<file path="src/common/lockstep_params.svh">
// Lockstep checker parameters: offset, bus widths, opcode field and reset PC
`ifndef LOCKSTEP_PARAMS_SVH
`define LOCKSTEP_PARAMS_SVH

// Cycles the shadow core lags the main core, at least 1
`define LOCKSTEP_OFFSET 2

// Reset release counter, wide enough to hold the offset
`define LOCKSTEP_CNT_W ($clog2(`LOCKSTEP_OFFSET + 1))

// Bus widths
`define ADDR_W 32
`define DATA_W 32

// Opcode sits in the top bits of the instruction word
`define OPCODE_W 4

// Immediate takes the remaining low bits, zero-extended
`define IMM_W (`DATA_W - `OPCODE_W)

// First fetch address after reset
`define RESET_PC 32'h0000_0000

`endif

</file>
<file path="src/common/lockstep_pkg.sv">
// Lockstep checker types for the core FSM, the opcodes and the delayed bus bundles
`default_nettype none

`include "lockstep_params.svh"

package lockstep_pkg;

  // Opcode field, anything not listed is illegal
  typedef enum logic [`OPCODE_W-1:0] {
    OP_NOP   = 4'd0,
    OP_LI    = 4'd1,
    OP_ADD   = 4'd2,
    OP_STORE = 4'd3,
    OP_JUMP  = 4'd4
  } opcode_e;

  // Core FSM
  typedef enum logic [1:0] {
    FETCH      = 2'd0,
    WAIT_RDATA = 2'd1,
    EXEC       = 2'd2,
    STORE      = 2'd3
  } core_state_e;

  // Bus responses seen by the core, 35 bits
  typedef struct packed {
    logic               instr_gnt;
    logic               instr_rvalid;
    logic [`DATA_W-1:0] instr_rdata;
    logic               data_gnt;
  } core_in_t;

  // Bus requests driven by the core, 98 bits
  typedef struct packed {
    logic               instr_req;
    logic [`ADDR_W-1:0] instr_addr;
    logic               data_req;
    logic [`ADDR_W-1:0] data_addr;
    logic [`DATA_W-1:0] data_wdata;
  } core_out_t;

endpackage

`default_nettype wire

</file>
<file path="src/core/lockstep_core.sv">
// Small accumulator core with instruction fetch and word store buses
`timescale 1ns/100ps
`default_nettype none

`include "lockstep_params.svh"

module lockstep_core (
  input  logic               clk_i,
  input  logic               rst_ni,

  // Instruction fetch
  output logic               instr_req_o,
  output logic [`ADDR_W-1:0] instr_addr_o,
  input  logic               instr_gnt_i,
  input  logic               instr_rvalid_i,
  input  logic [`DATA_W-1:0] instr_rdata_i,

  // Data store
  output logic               data_req_o,
  output logic [`ADDR_W-1:0] data_addr_o,
  output logic [`DATA_W-1:0] data_wdata_o,
  input  logic               data_gnt_i,

  output logic               illegal_instr_o
);

  lockstep_pkg::core_state_e state_q, state_d;
  logic [`ADDR_W-1:0]        pc_q, pc_d;
  logic [`DATA_W-1:0]        acc_q, acc_d;
  logic [`DATA_W-1:0]        instr_q;

  lockstep_pkg::opcode_e     opcode;
  logic [`DATA_W-1:0]        imm;
  logic                      opcode_legal;
  logic                      store_active;

  ////////////////////////////////////////////////////////////////////////////
  // Decode
  ////////////////////////////////////////////////////////////////////////////

  assign opcode = lockstep_pkg::opcode_e'(instr_q[`DATA_W-1 -: `OPCODE_W]);
  assign imm    = {{`OPCODE_W{1'b0}}, instr_q[`IMM_W-1:0]};

  always_comb begin
    case (opcode)
      lockstep_pkg::OP_NOP,
      lockstep_pkg::OP_LI,
      lockstep_pkg::OP_ADD,
      lockstep_pkg::OP_STORE,
      lockstep_pkg::OP_JUMP: opcode_legal = 1'b1;
      default:               opcode_legal = 1'b0;
    endcase
  end

  ////////////////////////////////////////////////////////////////////////////
  // FSM and datapath
  ////////////////////////////////////////////////////////////////////////////

  always_comb begin
    state_d = state_q;
    pc_d    = pc_q;
    acc_d   = acc_q;

    case (state_q)
      lockstep_pkg::FETCH: begin
        if (instr_gnt_i) begin
          state_d = lockstep_pkg::WAIT_RDATA;
        end
      end
      lockstep_pkg::WAIT_RDATA: begin
        if (instr_rvalid_i) begin
          state_d = lockstep_pkg::EXEC;
        end
      end
      lockstep_pkg::EXEC: begin
        // Single cycle, illegal opcodes fall through as NOP
        state_d = lockstep_pkg::FETCH;
        pc_d    = pc_q + `ADDR_W'(4);
        case (opcode)
          lockstep_pkg::OP_LI:    acc_d   = imm;
          lockstep_pkg::OP_ADD:   acc_d   = acc_q + imm;
          lockstep_pkg::OP_STORE: state_d = lockstep_pkg::STORE;
          lockstep_pkg::OP_JUMP:  pc_d    = `ADDR_W'(imm);
          default: ;
        endcase
      end
      lockstep_pkg::STORE: begin
        if (data_gnt_i) begin
          state_d = lockstep_pkg::FETCH;
        end
      end
      default: state_d = lockstep_pkg::FETCH;
    endcase
  end

  always_ff @(posedge clk_i or negedge rst_ni) begin
    if (!rst_ni) begin
      state_q <= lockstep_pkg::FETCH;
      pc_q    <= `RESET_PC;
      acc_q   <= '0;
    end else begin
      state_q <= state_d;
      pc_q    <= pc_d;
      acc_q   <= acc_d;
    end
  end

  // Instruction register
  always_ff @(posedge clk_i) begin
    if (state_q == lockstep_pkg::WAIT_RDATA && instr_rvalid_i) begin
      instr_q <= instr_rdata_i;
    end
  end

  // Bus outputs
  assign store_active    = (state_q == lockstep_pkg::STORE);

  assign instr_req_o     = (state_q == lockstep_pkg::FETCH);
  assign instr_addr_o    = pc_q;

  // Store bus is zero while idle
  assign data_req_o      = store_active;
  assign data_addr_o     = store_active ? `ADDR_W'(imm) : '0;
  assign data_wdata_o    = store_active ? acc_q : '0;

  assign illegal_instr_o = (state_q == lockstep_pkg::EXEC) & ~opcode_legal;

endmodule

`default_nettype wire

</file>
<file path="src/delay_line.sv">
// Fixed-depth shift register delaying one packed bundle by the lockstep offset
`timescale 1ns/100ps
`default_nettype none

`include "lockstep_params.svh"

module delay_line #(
  parameter int unsigned Width = 1
) (
  input  logic             clk_i,
  input  logic [Width-1:0] data_i,
  output logic [Width-1:0] data_o
);

  // Stage 0 takes the input, last stage drives the output
  logic [Width-1:0] stage_q [`LOCKSTEP_OFFSET];

  // Always shifts, no reset and no enable
  always_ff @(posedge clk_i) begin
    stage_q[0] <= data_i;
    for (int unsigned i = 1; i < `LOCKSTEP_OFFSET; i++) begin
      stage_q[i] <= stage_q[i-1];
    end
  end

  assign data_o = stage_q[`LOCKSTEP_OFFSET-1];

endmodule

`default_nettype wire

</file>
<file path="src/lockstep_top.sv">
// Lockstep checker top: delayed shadow core compared against the main core outputs
`timescale 1ns/100ps
`default_nettype none

`include "lockstep_params.svh"

module lockstep_top (
  input  logic               clk_i,
  input  logic               rst_ni,

  // Main core outputs
  input  logic               instr_req_i,
  input  logic [`ADDR_W-1:0] instr_addr_i,
  input  logic               data_req_i,
  input  logic [`ADDR_W-1:0] data_addr_i,
  input  logic [`DATA_W-1:0] data_wdata_i,

  // Bus responses to the main core
  input  logic               instr_gnt_i,
  input  logic               instr_rvalid_i,
  input  logic [`DATA_W-1:0] instr_rdata_i,
  input  logic               data_gnt_i,

  output logic               alert_minor_o,
  output logic               alert_major_o
);

  logic                    shadow_rst_n;
  logic                    shadow_active;
  logic                    shadow_illegal;

  lockstep_pkg::core_in_t  main_in;
  lockstep_pkg::core_in_t  shadow_in;
  lockstep_pkg::core_out_t main_out;
  lockstep_pkg::core_out_t main_out_dly;
  lockstep_pkg::core_out_t shadow_out;

  ////////////////////////////////////////////////////////////////////////////
  // Shadow reset
  ////////////////////////////////////////////////////////////////////////////

  shadow_reset_gen u_shadow_reset_gen (
    .clk_i           (clk_i),
    .rst_ni          (rst_ni),
    .shadow_rst_no   (shadow_rst_n),
    .shadow_active_o (shadow_active)
  );

  ////////////////////////////////////////////////////////////////////////////
  // Input and output delays
  ////////////////////////////////////////////////////////////////////////////

  assign main_in.instr_gnt    = instr_gnt_i;
  assign main_in.instr_rvalid = instr_rvalid_i;
  assign main_in.instr_rdata  = instr_rdata_i;
  assign main_in.data_gnt     = data_gnt_i;

  delay_line #(
    .Width ($bits(lockstep_pkg::core_in_t))
  ) u_in_delay (
    .clk_i  (clk_i),
    .data_i (main_in),
    .data_o (shadow_in)
  );

  assign main_out.instr_req   = instr_req_i;
  assign main_out.instr_addr  = instr_addr_i;
  assign main_out.data_req    = data_req_i;
  assign main_out.data_addr   = data_addr_i;
  assign main_out.data_wdata  = data_wdata_i;

  delay_line #(
    .Width ($bits(lockstep_pkg::core_out_t))
  ) u_out_delay (
    .clk_i  (clk_i),
    .data_i (main_out),
    .data_o (main_out_dly)
  );

  ////////////////////////////////////////////////////////////////////////////
  // Shadow core and compare
  ////////////////////////////////////////////////////////////////////////////

  lockstep_core u_shadow_core (
    .clk_i           (clk_i),
    .rst_ni          (shadow_rst_n),
    .instr_req_o     (shadow_out.instr_req),
    .instr_addr_o    (shadow_out.instr_addr),
    .instr_gnt_i     (shadow_in.instr_gnt),
    .instr_rvalid_i  (shadow_in.instr_rvalid),
    .instr_rdata_i   (shadow_in.instr_rdata),
    .data_req_o      (shadow_out.data_req),
    .data_addr_o     (shadow_out.data_addr),
    .data_wdata_o    (shadow_out.data_wdata),
    .data_gnt_i      (shadow_in.data_gnt),
    .illegal_instr_o (shadow_illegal)
  );

  output_compare u_output_compare (
    .clk_i            (clk_i),
    .rst_ni           (rst_ni),
    .shadow_active_i  (shadow_active),
    .main_out_i       (main_out_dly),
    .shadow_out_i     (shadow_out),
    .shadow_illegal_i (shadow_illegal),
    .alert_minor_o    (alert_minor_o),
    .alert_major_o    (alert_major_o)
  );

endmodule

`default_nettype wire

</file>
<file path="src/output_compare.sv">
// Registered compare of delayed main outputs against shadow outputs, with alerts
`timescale 1ns/100ps
`default_nettype none

module output_compare (
  input  logic                    clk_i,
  input  logic                    rst_ni,

  input  logic                    shadow_active_i,
  input  lockstep_pkg::core_out_t main_out_i,
  input  lockstep_pkg::core_out_t shadow_out_i,
  input  logic                    shadow_illegal_i,

  output logic                    alert_minor_o,
  output logic                    alert_major_o
);

  logic mismatch;

  // Any bit of the bundle counts, ignored until the shadow is out of reset
  assign mismatch = shadow_active_i & (main_out_i != shadow_out_i);

  always_ff @(posedge clk_i or negedge rst_ni) begin
    if (!rst_ni) begin
      alert_major_o <= 1'b0;
      alert_minor_o <= 1'b0;
    end else begin
      alert_major_o <= mismatch;
      // One cycle after the shadow EXEC cycle
      alert_minor_o <= shadow_illegal_i;
    end
  end

endmodule

`default_nettype wire

</file>
<file path="src/shadow_reset_gen.sv">
// Shadow core reset release a fixed number of cycles after the main reset
`timescale 1ns/100ps
`default_nettype none

`include "lockstep_params.svh"

module shadow_reset_gen (
  input  logic clk_i,
  input  logic rst_ni,
  output logic shadow_rst_no,
  output logic shadow_active_o
);

  localparam logic [`LOCKSTEP_CNT_W-1:0] offset_cnt = `LOCKSTEP_OFFSET;

  logic [`LOCKSTEP_CNT_W-1:0] cnt_q, cnt_d;
  logic                       set_q, set_d;

  // Saturates at the offset
  assign cnt_d = (cnt_q == offset_cnt) ? cnt_q : cnt_q + 1'b1;
  assign set_d = (cnt_d == offset_cnt);

  always_ff @(posedge clk_i or negedge rst_ni) begin
    if (!rst_ni) begin
      cnt_q <= '0;
      set_q <= 1'b0;
    end else begin
      cnt_q <= cnt_d;
      set_q <= set_d;
    end
  end

  assign shadow_rst_no   = set_q;
  assign shadow_active_o = set_q;

endmodule

`default_nettype wire

</file>
<file path="config.mk">
export PLATFORM = sky130hd
export DESIGN_NAME = lockstep_top
export DESIGN_NICKNAME = d
export VERILOG_FILES = /design/src/common/lockstep_pkg.sv /design/src/core/lockstep_core.sv /design/src/delay_line.sv /design/src/lockstep_top.sv /design/src/output_compare.sv /design/src/shadow_reset_gen.sv
export VERILOG_INCLUDE_DIRS = /design/src /design/src/common
export SDC_FILE = /design/constraint.sdc
export NUM_CORES = 1
export LEC_CHECK = 0
export ABC_CLOCK_PERIOD_IN_PS = 4580
export BUFFER_PORTS_ARGS = -buffer_cell sky130_fd_sc_hd__buf_4
export CAP_MARGIN = 10
export CORE_ASPECT_RATIO = 0.5
export CORE_MARGIN = 1
export CORE_UTILIZATION = 60
export CTS_BUF_LIST = sky130_fd_sc_hd__clkbuf_4 sky130_fd_sc_hd__clkbuf_8 sky130_fd_sc_hd__clkbuf_16
export DETAILED_ROUTE_END_ITERATION = 6
export GPL_ROUTABILITY_DRIVEN = 0
export PLACE_DENSITY_LB_ADDON = 0.2
export SLEW_MARGIN = 5
export SYNTH_ARGS = -nofsm -noshare
export SYNTH_HDL_FRONTEND = slang
export SYNTH_SLANG_ARGS = --single-unit
export TNS_END_PERCENT = 20
</file>
<file path="constraint.sdc">
create_clock -name clk_i -period 4.58 [get_ports clk_i]
set_input_delay 0 -clock clk_i [delete_from_list [all_inputs] [get_ports clk_i]]
set_output_delay 0 -clock clk_i [all_outputs]
set_load 0.03 [all_outputs]
</file>
=== After elaboration in Yosys (flattened, before gate mapping) ===
Memory sizes are Yosys's and may differ from the RTL's.
Index checks and enable logic that the tools add are counted.
Widths: inputs -> output; s select.

* Register bits: 103
* RAM bits: 266
* Word-level logic and storage cells: 47
* Memories kept: 2

{| class="wikitable"
|+ Memories
! name !! words !! bits a word !! rd ports !! clocked after Yosys merged registers in !! wr ports !! RTL line !! source
|-
| u_out_delay.stage_q || 2 || 98 || 2 || 0 || 2 || delay_line.sv:16 || <nowiki>logic [Width-1:0] stage_q [`LOCKSTEP_OFFSET];</nowiki>
|-
| u_in_delay.stage_q || 2 || 35 || 2 || 0 || 2 || delay_line.sv:16 ||
|}

* $add $sub $neg: 3
* Eq/ne operators: 13
* Multiplexer cells: 11
* Bitwise operators: 3
* Reductions and logical operators: 7

{| class="wikitable"
|+ Operators with widths
! kind !! count
|-
| $ne 98x98->1 || 1
|-
| $mux 32 || 2
|-
| $pmux 32 s2 || 1
|-
| $add 32x28->32 || 1
|-
| $add 32x3->32 const B || 1
|-
| $mux 28 || 1
|-
| $mux 2 || 5
|-
| $eq 2x2->1 const B || 4
|-
| $eq 4x2->1 const B || 2
|-
| $pmux 2 s4 || 1
|-
| $ne 2x2->1 const B || 3
|-
| $reduce_or 5->1 || 1
|-
| $eq 4x1->1 const B || 1
|-
| $eq 4x3->1 const B || 1
|-
| $logic_not 4->1 || 1
|-
| $reduce_and 3->1 || 1
|-
| $add 2x1->2 const B || 1
|-
| $and 1x1->1 || 2
|-
| $eq 2x1->1 const B || 1
|-
| $logic_not 2->1 || 1
|-
| $reduce_and 2->1 || 1
|-
| $reduce_bool 2->1 || 1
|-
| $logic_and 1x1->1 || 1
|-
| $mux 1 || 1
|-
| $not 1->1 || 1
|}

=== Depth between registers and ports, before layout ===
* Depth after elaboration: 5
* Mapped depth: 10

=== Cells and area by module ===
Synthesis repeated with hierarchy kept, for this count alone.

* Cell total of the unflattened synthesis: 1,339
* Area total of the unflattened synthesis: 14,228.6 um^2

{| class="wikitable"
|+ By module, submodules not included
! module !! times used !! cells each !! area each (um^2)
|-
| lockstep_core || 1 || 801 || 6,703.9
|-
| delay_line (u_out_delay) || 1 || 294 || 4,659.5
|-
| delay_line (u_in_delay) || 1 || 105 || 1,664.1
|-
| output_compare || 1 || 133 || 1,123.6
|-
| shadow_reset_gen || 1 || 6 || 77.6
|}

=== Least setup slack after synthesis ===
No wires, ideal clock.

* Kind: register -> register
* Start point: register u_shadow_core.instr_q[0]
* End point: register u_shadow_core.acc_q[30]
* Library setup time: 0.124 ns
* Data arrival time: 2.640 ns
* Required time: 4.456 ns
* Slack: 1.816 ns
* Cell stages (with the launch flop): 11
* Path through: edfxtp_1 -> ha_1 -> fa_1 -> a21o_1 -> a31o_1 -> and2_1 -> a221o_1 -> a31oi_1 -> a21oi_1 -> and3_1 -> a211o_1

* Longest elaborated chain between the ends: 2

{| class="wikitable"
|+ Ends and longest elaborated chain
! item !! RTL line !! source
|-
| start: declaration || lockstep_core.sv:30 || <nowiki>logic [`DATA_W-1:0] instr_q;</nowiki>
|-
| start signal: assignment || lockstep_core.sv:111 || <nowiki>instr_q <= instr_rdata_i;</nowiki>
|-
| $add 32x28->32 || lockstep_core.sv:81 || <nowiki>lockstep_pkg::OP_ADD: acc_d = acc_q + imm;</nowiki>
|-
| $pmux 32 s2 || lockstep_core.sv:79 || <nowiki>case (opcode)</nowiki>
|-
| end signal: assignment || lockstep_core.sv:100 || <nowiki>acc_q <= '0;</nowiki>
|-
| end signal: assignment || lockstep_core.sv:104 || <nowiki>acc_q <= acc_d;</nowiki>
|-
| end: declaration || lockstep_core.sv:29 || <nowiki>logic [`DATA_W-1:0] acc_q, acc_d;</nowiki>
|}

Every way passes these cells.
A chain may end at the register's enable or synchronous reset.

=== Final worst setup path ===
* Start point: register u_shadow_core.state_q[1]
* End point: register u_output_compare.alert_major_o

* Longest elaborated chain between the ends: 4

{| class="wikitable"
|+ Ends and longest elaborated chain
! item !! RTL line !! source
|-
| start: declaration || lockstep_core.sv:27 || <nowiki>lockstep_pkg::core_state_e state_q, state_d;</nowiki>
|-
| start signal: assignment || lockstep_core.sv:98 || <nowiki>state_q <= lockstep_pkg::FETCH;</nowiki>
|-
| start signal: assignment || lockstep_core.sv:102 || <nowiki>state_q <= state_d;</nowiki>
|-
| $eq 2x2->1 || lockstep_core.sv:116 || <nowiki>assign store_active = (state_q == lockstep_pkg::STORE);</nowiki>
|-
| $mux 32 / $mux 28 (equally long branches) || lockstep_core.sv:124, lockstep_core.sv:123 ||
|-
| $ne 98x98->1 (*) || output_compare.sv:21 || <nowiki>assign mismatch = shadow_active_i & (main_out_i != shadow_out_i);</nowiki>
|-
| $and 1x1->1 (*) || output_compare.sv:21 ||
|-
| net u_output_compare.mismatch || output_compare.sv:18 || <nowiki>logic mismatch;</nowiki>
|-
| end signal: assignment || output_compare.sv:28 || <nowiki>alert_major_o <= mismatch;</nowiki>
|-
| end: declaration || output_compare.sv:15 || <nowiki>output logic alert_major_o</nowiki>
|}

Mark *: on every way through the listed nets, which the timed path passes. The rest lies on a longest branch.

==> run metrics <==
post-synthesis register bit count=368; final worst slack=0.758 ns; total CTS buffers=29; RSZ-0062 raised after global routing=false; Netlist Area Pre-Place=0.0129 mm2; post-synth top area cell=dfxtp_1; NumNets Final=1,592; most frequent cells in the layout=dfxtp_1, buf_4, dlygate4sd3_1; Fillers=1,263; Post-CTS Setup Bufs=0; Setup crit end kind=flip-flop; Final Util=79.3%; min cycle time layout=3.82 ns; Max IR drop VDD=338 uV; worst setup path class=reg -> reg; Worst EP required=5.00 ns; clk_lat worst skew=0.57 ns; most common cell after layout, fill and taps aside=dfxtp_1; ANT cells=0; PortBufs=136; Max clock buf depth=3; Mapped Nets=1,328; Syn Inst Count=1,162; Crit path max-delay family=simple AND/OR/NAND/NOR gates; global-route wire length before repair=55,300 um; Pre-Repair DR Iteration Count=7; CTS tree=yes; Slew HR=26.7%; synth top area cells=dfxtp_1, dfrtp_1, edfxtp_1; routed vias=10,400; slowest CP cell=nor4_1; Die Wd=209 um; layout cell share with drive strength beyond 1=14.8%; Hold Crit Class=in -> reg; Synth top area share=41.4%; Yosys warning count=0; total global routing overflow=0; CP arrival=4.24 ns; DP Cell Count=1,533; FP Rows=37; post_cts resized=0; initial antenna violation count=0; CP Buf/Inv Count=0; WL final=35,500 um; sequential area share after synthesis=62.4%; status=finished, final reports clean; Leakage=7.00 nW; wire per inst=20.6 um; syn avg cell area=11.1 um2; max_cap viols=0; Worst Path Max Fanout=16; area of the multi-input gates=0.00450 mm2; Top FF cell, synth=dfxtp_1; Power Density=566 mW/mm2; full die area=0.0221 mm2; cts-stage hold buffer count=135; antenna violation net count after detailed routing=0; pre-CTS setup slack=1.12 ns; CP Cell Sequence=nand2_1 > o21ai_1 > nand4_1 > nor4_1 > nand3_1 > a211oi_1 > o2111ai_1 > o41a_1; DR iter-0 viols=1,235; area delta synth->final=28.1%; clk_skew=0.0140 ns; largest net degree at the start of global routing=58; fin. max-slew vios=0; setup total negative slack=0 ns; worst slew pin tran=1.10 ns; Total Routing Usage GR=32.8%; Storage cell area=0.00804 mm2; CTS sink cnt=368; Overall Power=0.00934 W; Initial Utilization=61.9%; Final Non-Filler Cells=1,721; vias in the first global route=10,300; clock root buffer=clkbuf_16; Final Hold Vio Count=0; Core Area=0.0208 mm2; H-tree levels=1; Worst-path clk slew=0.07 ns; Max Fclk=262 MHz; Async S/R FF share, synth=19.0%; Final setup viols=0; crit path launch type=flip-flop; DP Wirelength=23,500 um; Residual DRC=0; via density per instance=6.05; Post-synth EDFFs=32; period utilization=83.5%; Die Y=106 um; distinct cell type count after synthesis=77; I/O pin total=137; Critical Path Max Stage Delay=0.66 ns
==> cell families (layout without fill, tap and decap cells) <==
family | Yosys count | after routing | synth area share (%)
simple gates | 301 | 301 | 11.5
buf+inv | 88 | 374 | 2.68
xor+xnor | 66 | 66 | 4.49
compound gates | 293 | 293 | 14.6
mux | 15 | 15 | 1.19
flops | 368 | 368 | 62.4
fa+ha+maj | 31 | 31 | 3.07
==> stage by stage <==
stage | hold WS (ns) | instance area [um2]
2_1_floorplan | -0.296 | 12900
3_3_place_gp | -0.197 | 14100
3_5_place_dp | -0.197 | 14100
4_1_cts | 0.0568 | 16500
5_1_grt | 0.0715 | 16500
6_report | 0.0772 | 16500
==> routing by layer <==
| layer | GRT usage, % | vias to the layer above | wire (um) |
|---|---|---|---|
| li1 | - | 4710 | - |
| met1 | 43.3 | 4911 | 13900 |
| met2 | 50.9 | 631 | 15700 |
| met3 | 10.3 | 160 | 4480 |
| met4 | 11.9 | 0 | 1410 |
| met5 | 0 | - | 0 |
==> Yosys cell counts, types with 5 or more instances <==
cell and instances:
a211o_1 5, a21o_1 14, a21oi_1 75, a221oi_1 6, a22oi_1 11, a31oi_1 23
and2_1 8, and3_1 8, and4_1 5, buf_2 6, clkbuf_1 36, dfrtp_1 70
dfxtp_1 266, edfxtp_1 32, ha_1 30, inv_1 40, mux2i_1 13, nand2_1 77
nand3_1 27, nand4_1 22, nor2_1 91, nor2b_1 5, nor3_1 18, nor4_1 12
nor4bb_1 10, o21ai_0 31, o21ai_1 37, o21bai_1 6, o22ai_1 21, o32ai_1 13
xnor2_1 33, xor2_1 33
==> cell type report <==
class | count | share of cell area (%)
flip-flops and latches | 368 | 48.8
clock buffers | 37 | 5.30
repair buffers | 280 | 14.8
well taps | 273 | 2.07
clock inverters | 16 | 0.820
multi-input cells | 706 | 27.3
inverters | 41 | 0.933
==> final timing paths <==
| check | startpoint | endpoint | slack (ns) | depth (start not counted) |
|---|---|---|---|---|
| max in group asynchronous | u_shadow_reset_gen.cnt_q[1] | u_shadow_core.acc_q[12] | 3.17 | 2 |
| min in group asynchronous | u_shadow_reset_gen.cnt_q[1] | u_shadow_core.instr_addr_o[26] | 0.27 | 0 |
| setup / recovery | u_shadow_core.state_q[1] | u_output_compare.alert_major_o | 0.76 | 8 |
| hold reg to reg | u_shadow_reset_gen.cnt_q[1] | u_shadow_core.instr_addr_o[26] | 0.27 | 0 |
| hold / removal | data_addr_i[20] | u_out_delay.stage_q[0][52] | 0.08 | 2 |
| setup reg to reg | u_shadow_core.state_q[1] | u_output_compare.alert_major_o | 0.76 | 8 |
==> power by group <==
part / switching, W / total [W] / internal (W)
combinational: 0.00133 / 0.00240 / 0.00106
clock: 0.00119 / 0.00261 / 0.00143
sequential: 0.000623 / 0.00433 / 0.00371
total: 0.00314 / 0.00934 / 0.00620
==> state kept, by name, indices dropped and copies added, names as in the netlist <==
name                            count
u_output_compare.alert_major_o      1
u_out_delay.stage_q               196
u_in_delay.stage_q                 70
u_shadow_core.state_q               2
u_output_compare.alert_minor_o      1
u_shadow_core.acc_q                32
u_shadow_core.instr_addr_o         32
u_shadow_reset_gen.cnt_q            2
u_shadow_core.instr_q              32
Power figures use the tool's default switching activity.
